## config.mk

```make
export PLATFORM = sky130hd
export DESIGN_NAME = biquad_filter_top
export DESIGN_NICKNAME = d
export VERILOG_FILES = /design/src/hdl/biquad_types_pkg.sv /design/src/hdl/biquad_ctrl_pkg.sv /design/src/hdl/biquad_sequencer.sv /design/src/hdl/tap_store.sv /design/src/hdl/mac_accum.sv /design/src/hdl/output_quantizer.sv /design/src/hdl/biquad_filter_top.sv
export SDC_FILE = /design/constraint.sdc
export NUM_CORES = 1
export LEC_CHECK = 0
export BUFFER_PORTS_ARGS = -buffer_cell sky130_fd_sc_hd__buf_2
export CAP_MARGIN = 20
export CORE_ASPECT_RATIO = 0.5
export CORE_MARGIN = 2
export CORE_UTILIZATION = 30
export DETAILED_ROUTE_END_ITERATION = 7
export GPL_ROUTABILITY_DRIVEN = 0
export PLACE_DENSITY = 0.59
export RECOVER_POWER = 25
export SKIP_LAST_GASP = 1
export SYNTH_ARGS = -nofsm -noshare
export SYNTH_HDL_FRONTEND = slang
export SYNTH_SLANG_ARGS = --single-unit
export TNS_END_PERCENT = 100
```

## constraint.sdc

```tcl
create_clock -name clk -period 8.6 [get_ports clk]
set_input_delay 1.29 -clock clk [delete_from_list [all_inputs] [get_ports clk]]
set_output_delay 1.29 -clock clk [all_outputs]
set_load 0.01 [all_outputs]
```

## src/hdl/biquad_types_pkg.sv

```systemverilog
package biquad_types_pkg;

    // Fixed-point formats of the biquad datapath
    // Samples and coefficients are Q2.14, products Q4.28
    // The accumulator keeps four guard bits above the product, Q8.28

    typedef logic signed [15:0] sample_t;   // Audio sample, Q2.14
    typedef logic signed [15:0] coef_t;     // Filter coefficient, Q2.14
    typedef logic signed [31:0] product_t;  // Coef times sample, Q4.28
    typedef logic signed [35:0] acc_t;      // Five-term sum, Q8.28

    // Fractional bits of a sample or coefficient
    localparam int frac_bits = 14;

    // Static coefficient set, held stable while the filter runs
    // Feedback terms are given as a1/a2 and subtracted in the datapath
    typedef struct packed {
        coef_t b0;  // Feed-forward x[n]
        coef_t b1;  // Feed-forward x[n-1]
        coef_t b2;  // Feed-forward x[n-2]
        coef_t a1;  // Feedback y[n-1]
        coef_t a2;  // Feedback y[n-2]
    } biquad_coefs_t;

    // The two factors for the tap in flight
    typedef struct packed {
        coef_t   coef;  // Already negated for a1/a2
        sample_t data;  // Matching history entry
    } mac_operands_t;

endpackage

```

## src/hdl/biquad_ctrl_pkg.sv

```systemverilog
package biquad_ctrl_pkg;

    // Sequencer states, one per cycle of a filter pass
    typedef enum logic [3:0] {
        idle   = 4'd0,  // Waiting for a word-clock edge
        load   = 4'd1,  // History settles, accumulator cleared
        tap_b0 = 4'd2,
        tap_b1 = 4'd3,
        tap_b2 = 4'd4,
        tap_a1 = 4'd5,
        tap_a2 = 4'd6,
        drain  = 4'd7,  // Last product still in the multiplier register
        done   = 4'd8   // Sum complete, quantizer samples it
    } seq_state_t;

    // Which coefficient/history pair feeds the multiplier
    typedef enum logic [2:0] {
        sel_b0 = 3'd0,
        sel_b1 = 3'd1,
        sel_b2 = 3'd2,
        sel_a1 = 3'd3,
        sel_a2 = 3'd4
    } tap_sel_t;

    // Sequencer to datapath control word
    typedef struct packed {
        logic     clear;  // Zero the MAC pipeline
        logic     en;     // Operands valid this cycle
        tap_sel_t tap;    // Operand select for the tap store
    } mac_ctrl_t;

endpackage

```

## src/hdl/biquad_sequencer.sv

```systemverilog
`timescale 1ns/1ns

module biquad_sequencer #(
    parameter int SYNC_STAGES = 2  // Word-clock synchronizer depth, at least 2
) (
    input  logic                       clk,
    input  logic                       reset,
    input  logic                       l_r_clk,        // Slow left/right word clock
    output logic                       sample_strobe,  // Shift latest_sample into x history
    output biquad_ctrl_pkg::mac_ctrl_t mac_ctrl,
    output logic                       result_strobe   // Accumulator holds y[n]
);

    import biquad_ctrl_pkg::*;

    logic [SYNC_STAGES-1:0] lr_sync;  // Bit 0 sees l_r_clk first
    logic                   lr_edge;  // Either edge of the word clock
    seq_state_t             state;
    seq_state_t             next_state;

    // Word clock is asynchronous to clk
    always_ff @(posedge clk) begin
        if (!reset) begin
            lr_sync <= '0;
        end else begin
            lr_sync <= {lr_sync[SYNC_STAGES-2:0], l_r_clk};
        end
    end

    // Last two stages differ for exactly one cycle per transition
    assign lr_edge = lr_sync[SYNC_STAGES-1] ^ lr_sync[SYNC_STAGES-2];

    always_ff @(posedge clk) begin
        if (!reset) begin
            state <= idle;
        end else begin
            state <= next_state;
        end
    end

    // One pass per edge; edges outside idle are dropped
    always_comb begin
        next_state = state;
        case (state)
            idle:    if (lr_edge) next_state = load;
            load:    next_state = tap_b0;
            tap_b0:  next_state = tap_b1;
            tap_b1:  next_state = tap_b2;
            tap_b2:  next_state = tap_a1;
            tap_a1:  next_state = tap_a2;
            tap_a2:  next_state = drain;
            drain:   next_state = done;
            done:    next_state = idle;
            default: next_state = idle;
        endcase
    end

    assign sample_strobe = (state == idle) && lr_edge;  // Same cycle as the edge
    assign result_strobe = (state == done);

    // Control word decoded straight from the state
    always_comb begin
        mac_ctrl.clear = (state == load);  // Accumulator starts each pass at zero
        mac_ctrl.en    = (state inside {tap_b0, tap_b1, tap_b2, tap_a1, tap_a2});
        case (state)
            tap_b1:  mac_ctrl.tap = sel_b1;
            tap_b2:  mac_ctrl.tap = sel_b2;
            tap_a1:  mac_ctrl.tap = sel_a1;
            tap_a2:  mac_ctrl.tap = sel_a2;
            default: mac_ctrl.tap = sel_b0;  // Don't care while en is low
        endcase
    end

    // Edge while a pass is running breaks the minimum word-clock spacing
    a_edge_in_idle: assert property (
        @(posedge clk) disable iff (!reset)
        lr_edge |-> (state == idle)
    ) else $error("l_r_clk edge during filter pass, edge ignored");

    // Enable burst follows the clear and lasts exactly the five taps
    a_en_in_taps: assert property (
        @(posedge clk) disable iff (!reset)
        $rose(mac_ctrl.en) |-> $past(mac_ctrl.clear) ##1 mac_ctrl.en [*4] ##1 !mac_ctrl.en
    ) else $error("MAC enable outside the five tap cycles");

    // Product register plus accumulate stage, then result sampled
    a_result_after_a2: assert property (
        @(posedge clk) disable iff (!reset)
        (state == tap_a2) |-> ##2 result_strobe
    ) else $error("result_strobe not two cycles after last tap");

endmodule

```

## src/hdl/tap_store.sv

```systemverilog
`timescale 1ns/1ns

module tap_store (
    input  logic                           clk,
    input  logic                           reset,
    input  logic                           sample_strobe,    // New x[n] arrives
    input  biquad_types_pkg::sample_t      latest_sample,
    input  logic                           out_valid,        // New y[n] arrives
    input  biquad_types_pkg::sample_t      filtered_output,
    input  biquad_types_pkg::biquad_coefs_t coefs,
    input  biquad_ctrl_pkg::tap_sel_t      tap,
    output biquad_types_pkg::mac_operands_t operands
);

    import biquad_types_pkg::*;
    import biquad_ctrl_pkg::*;

    localparam coef_t coef_min = {1'b1, {($bits(coef_t)-1){1'b0}}};  // -2.0
    localparam coef_t coef_max = {1'b0, {($bits(coef_t)-1){1'b1}}};  // Just under +2.0

    sample_t x_n, x_n1, x_n2;  // Input history
    sample_t y_n1, y_n2;       // Output history

    // -2.0 has no positive counterpart in Q2.14
    function automatic coef_t neg_sat(input coef_t c);
        return (c == coef_min) ? coef_max : -c;
    endfunction

    always_ff @(posedge clk) begin
        if (!reset) begin
            x_n  <= '0;
            x_n1 <= '0;
            x_n2 <= '0;
        end else if (sample_strobe) begin
            x_n  <= latest_sample;
            x_n1 <= x_n;
            x_n2 <= x_n1;
        end
    end

    // Both channels share this history
    always_ff @(posedge clk) begin
        if (!reset) begin
            y_n1 <= '0;
            y_n2 <= '0;
        end else if (out_valid) begin
            y_n1 <= filtered_output;
            y_n2 <= y_n1;
        end
    end

    // Feedback taps are subtracted, so their coefficients go in negated
    always_comb begin
        case (tap)
            sel_b1: begin
                operands.coef = coefs.b1;
                operands.data = x_n1;
            end
            sel_b2: begin
                operands.coef = coefs.b2;
                operands.data = x_n2;
            end
            sel_a1: begin
                operands.coef = neg_sat(coefs.a1);
                operands.data = y_n1;
            end
            sel_a2: begin
                operands.coef = neg_sat(coefs.a2);
                operands.data = y_n2;
            end
            default: begin
                operands.coef = coefs.b0;
                operands.data = x_n;
            end
        endcase
    end

    // Result then deviates slightly from the ideal recursion
    a_fb_coef_clip: assert property (
        @(posedge clk) disable iff (!reset)
        ((tap == sel_a1) && (coefs.a1 == coef_min)) == 1'b0 &&
        ((tap == sel_a2) && (coefs.a2 == coef_min)) == 1'b0
    ) else $warning("Feedback coefficient -2.0 clipped on negation");

endmodule

```

## src/hdl/mac_accum.sv

```systemverilog
`timescale 1ns/1ns

module mac_accum (
    input  logic                            clk,
    input  logic                            reset,
    input  logic                            clear,     // Start of a new pass
    input  logic                            en,        // Operands valid this cycle
    input  biquad_types_pkg::mac_operands_t operands,
    output biquad_types_pkg::acc_t          acc        // Running Q8.28 sum
);

    import biquad_types_pkg::*;

    product_t product_q;  // Stage 1, Q4.28
    logic     en_q;       // Product register holds a fresh term

    // Stage 1 multiplies, stage 2 accumulates one cycle later
    always_ff @(posedge clk) begin
        if (!reset) begin
            product_q <= '0;
            en_q      <= 1'b0;
            acc       <= '0;
        end else if (clear) begin
            product_q <= '0;  // Nothing stale left in the pipe
            en_q      <= 1'b0;
            acc       <= '0;
        end else begin
            if (en) begin
                product_q <= operands.coef * operands.data;  // Signed 16x16 into 32
            end
            en_q <= en;
            if (en_q) begin
                acc <= acc + acc_t'(product_q);  // Sign-extended into guard bits
            end
        end
    end

    // Clear would discard the term being multiplied
    a_clear_en_exclusive: assert property (
        @(posedge clk) disable iff (!reset)
        !(clear && en)
    ) else $error("MAC clear and enable asserted together");

    // Each pass adds exactly the five taps after a clear
    a_five_terms: assert property (
        @(posedge clk) disable iff (!reset)
        clear |=> (!en_q [*1] ##1 en_q [*5] ##1 !en_q)
    ) else $error("MAC pass did not accumulate five consecutive terms");

endmodule

```

## src/hdl/output_quantizer.sv

```systemverilog
`timescale 1ns/1ns

module output_quantizer (
    input  logic                       clk,
    input  logic                       reset,
    input  logic                       result_strobe,    // acc holds the finished sum
    input  biquad_types_pkg::acc_t     acc,
    output biquad_types_pkg::sample_t  filtered_output,  // y[n], Q2.14
    output logic                       out_valid         // One cycle per result
);

    import biquad_types_pkg::*;

    localparam int    shift_w  = $bits(acc_t) - frac_bits;  // Width after dropping fraction
    localparam int    samp_w   = $bits(sample_t);
    localparam sample_t sat_pos = {1'b0, {(samp_w-1){1'b1}}};  // +32767
    localparam sample_t sat_neg = {1'b1, {(samp_w-1){1'b0}}};  // -32768

    logic signed [shift_w-1:0] shifted;   // Q8.14, truncated toward minus infinity
    logic [shift_w-samp_w:0]   head;      // Sign bit of the result plus the bits above
    logic                      fits;
    sample_t                   quantized;

    assign shifted = acc[$bits(acc_t)-1:frac_bits];
    assign head    = shifted[shift_w-1:samp_w-1];
    assign fits    = (&head) | ~(|head);  // All ones or all zeros

    // Clamp instead of wrapping into the other sign
    always_comb begin
        if (fits) begin
            quantized = shifted[samp_w-1:0];
        end else if (shifted[shift_w-1]) begin
            quantized = sat_neg;
        end else begin
            quantized = sat_pos;
        end
    end

    always_ff @(posedge clk) begin
        if (!reset) begin
            filtered_output <= '0;
            out_valid       <= 1'b0;
        end else begin
            out_valid <= result_strobe;
            if (result_strobe) filtered_output <= quantized;  // Held until the next pass
        end
    end

endmodule

```

## src/hdl/biquad_filter_top.sv

```systemverilog
`timescale 1ns/1ns

module biquad_filter_top #(
    parameter int SYNC_STAGES = 2  // l_r_clk synchronizer depth
) (
    input  logic                            clk,
    input  logic                            reset,
    input  logic                            l_r_clk,          // New sample on each edge
    input  biquad_types_pkg::sample_t       latest_sample,    // x[n]
    input  biquad_types_pkg::biquad_coefs_t coefs,            // Static Q2.14 set
    output biquad_types_pkg::sample_t       filtered_output,  // y[n]
    output logic                            out_valid
);

    import biquad_types_pkg::*;
    import biquad_ctrl_pkg::*;

    logic          sample_strobe;
    logic          result_strobe;
    mac_ctrl_t     mac_ctrl;
    mac_operands_t operands;
    acc_t          acc;

    // Edge detect and tap sequencing
    biquad_sequencer #(
        .SYNC_STAGES (SYNC_STAGES)
    ) u_sequencer (
        .clk           (clk),
        .reset         (reset),
        .l_r_clk       (l_r_clk),
        .sample_strobe (sample_strobe),
        .mac_ctrl      (mac_ctrl),
        .result_strobe (result_strobe)
    );

    // History and operand select, y fed back from the quantizer
    tap_store u_tap_store (
        .clk             (clk),
        .reset           (reset),
        .sample_strobe   (sample_strobe),
        .latest_sample   (latest_sample),
        .out_valid       (out_valid),
        .filtered_output (filtered_output),
        .coefs           (coefs),
        .tap             (mac_ctrl.tap),
        .operands        (operands)
    );

    mac_accum u_mac_accum (
        .clk      (clk),
        .reset    (reset),
        .clear    (mac_ctrl.clear),
        .en       (mac_ctrl.en),
        .operands (operands),
        .acc      (acc)
    );

    output_quantizer u_output_quantizer (
        .clk             (clk),
        .reset           (reset),
        .result_strobe   (result_strobe),
        .acc             (acc),
        .filtered_output (filtered_output),
        .out_valid       (out_valid)
    );

endmodule

```

==> results.py <==
metrics = {
    "synthesis": {
        "yosysWarnings": 0,
        "ys_dominant_reg_cell": "dfxtp_1",
        "ys_async_sr_fraction_pct": 0,
        "synthAdderAreaFrac_pct": 35.0,
        "synthesis.area_sq_mm": 0.0193,
        "synth_area_per_cell_sq_um": 8.38,
        "synth_xor_area_share_pct": 3.67,
        "muxShareOfSynthArea_pct": 2.90,
        "synth_nets": 2786,
        "synth_cell_type_count": 80,
        "synth_cells": 2305,
        "synth-edff-count": 0,
        "synth-seq-area-share_pct": 17.8,
        "synth_seq_cells": 172,
        "synth_top_family_by_area": "adder cells",
        "synth-simple-area-share_pct": 18.8,
        "synth-compound-area-share_pct": 13.3,
    },
    "worst_setup_path": {
        "path_common_cell": "fa_1",
        "required_ns": 8.95,
        "worstPathArrival_ns": 8.66,
        "start_kind": "input port",
        "cp_slowest_stage_delay_ns": 0.66,
        "crit_path_end_kind": "flop",
        "slowest_stage": "or4b_2",
        "worstRegToRegCells": 28,
        "crit_fanout": 4,
        "crit_type": "input port to flop",
    },
    "drt": {
        "dr.pass1.iters": 5,
        "avgViaCountPerCell": 4.86,
        "ant_nets": 0,
        "drt_iter0_drc": 1107,
        "wirelength_microns": 56500,
        "wl_per_cell_microns": 17.0,
        "vias": 16200,
        "post-route-drc-count": 0,
    },
    "placed_design": {
        "numPlacedInstances": 3285,
        "hpwl_microns": 45500,
        "io_buffers": 115,
        "placed_area_sq_mm": 0.0216,
    },
    "clock_tree": {
        "cts.sinks": 172,
        "cts_buffers": 17,
        "clockBufferDepth": 2,
        "htreeDepth": 4,
        "cts_tree": "built",
        "ctsRootBufferMaster": "clkbuf_16",
        "clk-insertion-delay-late_ns": 0.44,
        "clk_pin_slew_ns": 0.07,
    },
    "grt": {
        "grt_max_degree": 105,
        "grt_overflow": 0,
        "grt_pass1_wl_microns": 92400,
        "grt_pass1_vias": 16800,
        "globalRouteTotalUtil_pct": 17.5,
        "antenna_found_initial": 1,
    },
    "timing": {
        "maxSlewHeadroom_pct": 32.2,
        "tightest_slew_ns": 1.01,
        "setup_viol": 0,
        "setup-tns-final_ns": 0,
        "finalCriticalPeriod_ns": 8.31,
        "fin_crit_sh_pct": 96.6,
        "hold_viol_final": 0,
        "max_freq_ghz": 0.120,
        "whs_ns": 0.468,
        "finalMaxSlewViolations": 0,
        "worst_clock_skew_ns": 0.0121,
    },
    "power_and_ir_drop": {
        "leakagePower_nw": 9.99,
        "power_density_mw_per_mm2": 178,
        "vdd_ir_drop_max_mv": 0.143,
    },
    "floorplan": {
        "initial_core_util_pct": 30.5,
        "io_pins": 116,
        "die_h_microns": 183,
        "die_area_sq_mm": 0.0666,
        "die_x_microns": 363,
        "core_sq_mm": 0.0634,
        "fp-row-count": 65,
    },
    "finish": {
        "final_cells": 3324,
        "fin_nets": 2954,
        "stdcell_area_sq_mm": 0.0225,
        "fillers": 6416,
        "layout-drive-gt1-share_pct": 15.0,
        "final_util_pct": 35.4,
        "area_delta_synth_final_pct": 16.2,
    },
    "outcome": {
        "outcome": "complete, no violations",
    },
    "min_path": {
        "hold-path-cell-count": 2,
        "hold_path.class": "flop to flop",
    },
    "job": {
        "maxCapViolations": 0,
    },
}
==> where the power goes <==
part           total (mW)  internal [mW]  switching, mW  leakage [nW]
sequential          0.891          0.838         0.0526          1.39
combinational        2.32          0.987           1.33          8.30
clock               0.798          0.440          0.358         0.296
==> kinds of logic (layout without fill, tap and decap cells) <==
| group | Yosys count | in the layout |
|---|---|---|
| simple gates | 795 | 795 |
| buf+inv | 429 | 610 |
| compound gates | 390 | 390 |
| fa+ha+maj | 382 | 382 |
| flops | 172 | 172 |
| xor+xnor | 81 | 81 |
| mux | 56 | 56 |
| other cells | 0 | 1 |
==> final timing paths <==
path,slack (ns),to,from
hold / removal,0.47,u_tap_store.x_n2[9],u_tap_store.x_n2[9]
hold reg to reg,0.47,u_tap_store.x_n2[9],u_tap_store.x_n2[9]
setup reg to reg,0.67,u_mac_accum.product_q[28],u_sequencer.state[0]
setup / recovery,0.29,u_mac_accum.product_q[28],coefs[3]
==> flip-flops by register name, summed over array words and instances (netlist names) <==
signal and cells:
u_sequencer.state 4, u_sequencer.lr_sync 2, u_output_quantizer.filtered_output 16, u_tap_store.y_n1 16
u_tap_store.x_n 16, u_mac_accum.en_q 1, u_mac_accum.acc 36, u_output_quantizer.out_valid 1
u_tap_store.x_n2 16, u_tap_store.y_n2 16, u_tap_store.x_n1 16, u_mac_accum.product_q 32
==> synthesized netlist by cell type, drive strengths merged (13+ instances only) <==
library cell | instances | share of area [%]
a21boi | 51 | 2.0
a21o | 18 | 0.70
a21oi | 112 | 2.9
a22oi | 38 | 1.5
and2 | 13 | 0.42
and3 | 25 | 0.82
buf | 39 | 0.97
clkbuf | 69 | 1.4
dfxtp | 172 | 18
fa | 263 | 27
ha | 119 | 7.7
inv | 320 | 6.2
mux2i | 56 | 2.9
nand2 | 282 | 5.5
nand2b | 31 | 1.0
nand3 | 39 | 1.0
nor2 | 261 | 5.1
nor2b | 40 | 1.3
nor3 | 29 | 0.85
o21a | 14 | 0.54
o21ai | 72 | 1.9
or2 | 28 | 0.91
or3 | 17 | 0.59
xnor2 | 58 | 2.6
xor2 | 23 | 1.0
==> metrics by stage <==
step	power [mW]	worst slack [ns]
global placement	3.14	-0.168
global route	4.35	-0.0361
finish	4.01	0.293
CTS	3.98	0.213
detailed placement	3.14	-0.244
floorplan	2.34	0.217
==> layout make-up <==
cell class	count	area, sq um	area share [%]
multi-input cells	1704	14400	64.3
flip-flops and latches	172	3440	15.3
repair buffers	257	1720	7.65
inverters	321	1200	5.37
well taps	837	1050	4.66
clock buffers	18	429	1.91
clock inverters	14	169	0.752
diodes	1	2.50	0.0111
==> placed cells by master, fill, tap and decap left out, types with 7 or more instances in the layout <==
cell type	n
inv_1	320
nand2_1	280
fa_1	261
nor2_1	258
dfxtp_1	171
buf_4	136
ha_1	119
buf_2	115
a21oi_1	106
o21ai_0	63
xnor2_1	58
mux2i_1	56
a21boi_0	48
nor2b_1	40
a22oi_1	38
nand3_1	36
nand2b_1	31
or2_2	26
xor2_1	23
nor3_1	21
and3_1	21
a21o_1	18
clkbuf_16	17
o21a_1	14
and2_1	10
a31oi_1	10
or3_1	9
a222oi_1	8
nor3_2	7
o21ai_1	7
a211oi_1	7
==> critical path: cells and delay by family <==
kind                       cells  cell delay, ns
AOI/OAI and AO/OA              6            1.41
buffers and inverters          8            0.78
xor gates and xnor gates       1            0.14
and+or+nand+nor                7            1.68
adders and majority gates      7            3.36
==> repair_timing <==
| item | CTS | global route |
|---|---|---|
| hold endpoints to repair | 0 | 0 |
| buffers inserted | 0 | 4 |
| hold buffers | 0 | 0 |
| resized for setup | 0 | 44 |
| endpoints found under the setup margin | 0 | 13 |
==> metal layers <==
layer  GRT usage, %  share of wire [%]
met1           24.4                 48
met2           28.9                 46
met3           2.22                4.6
met4           4.17                1.4
met5              0                  0
No activity file was read; power rests on OpenSTA's default activity.
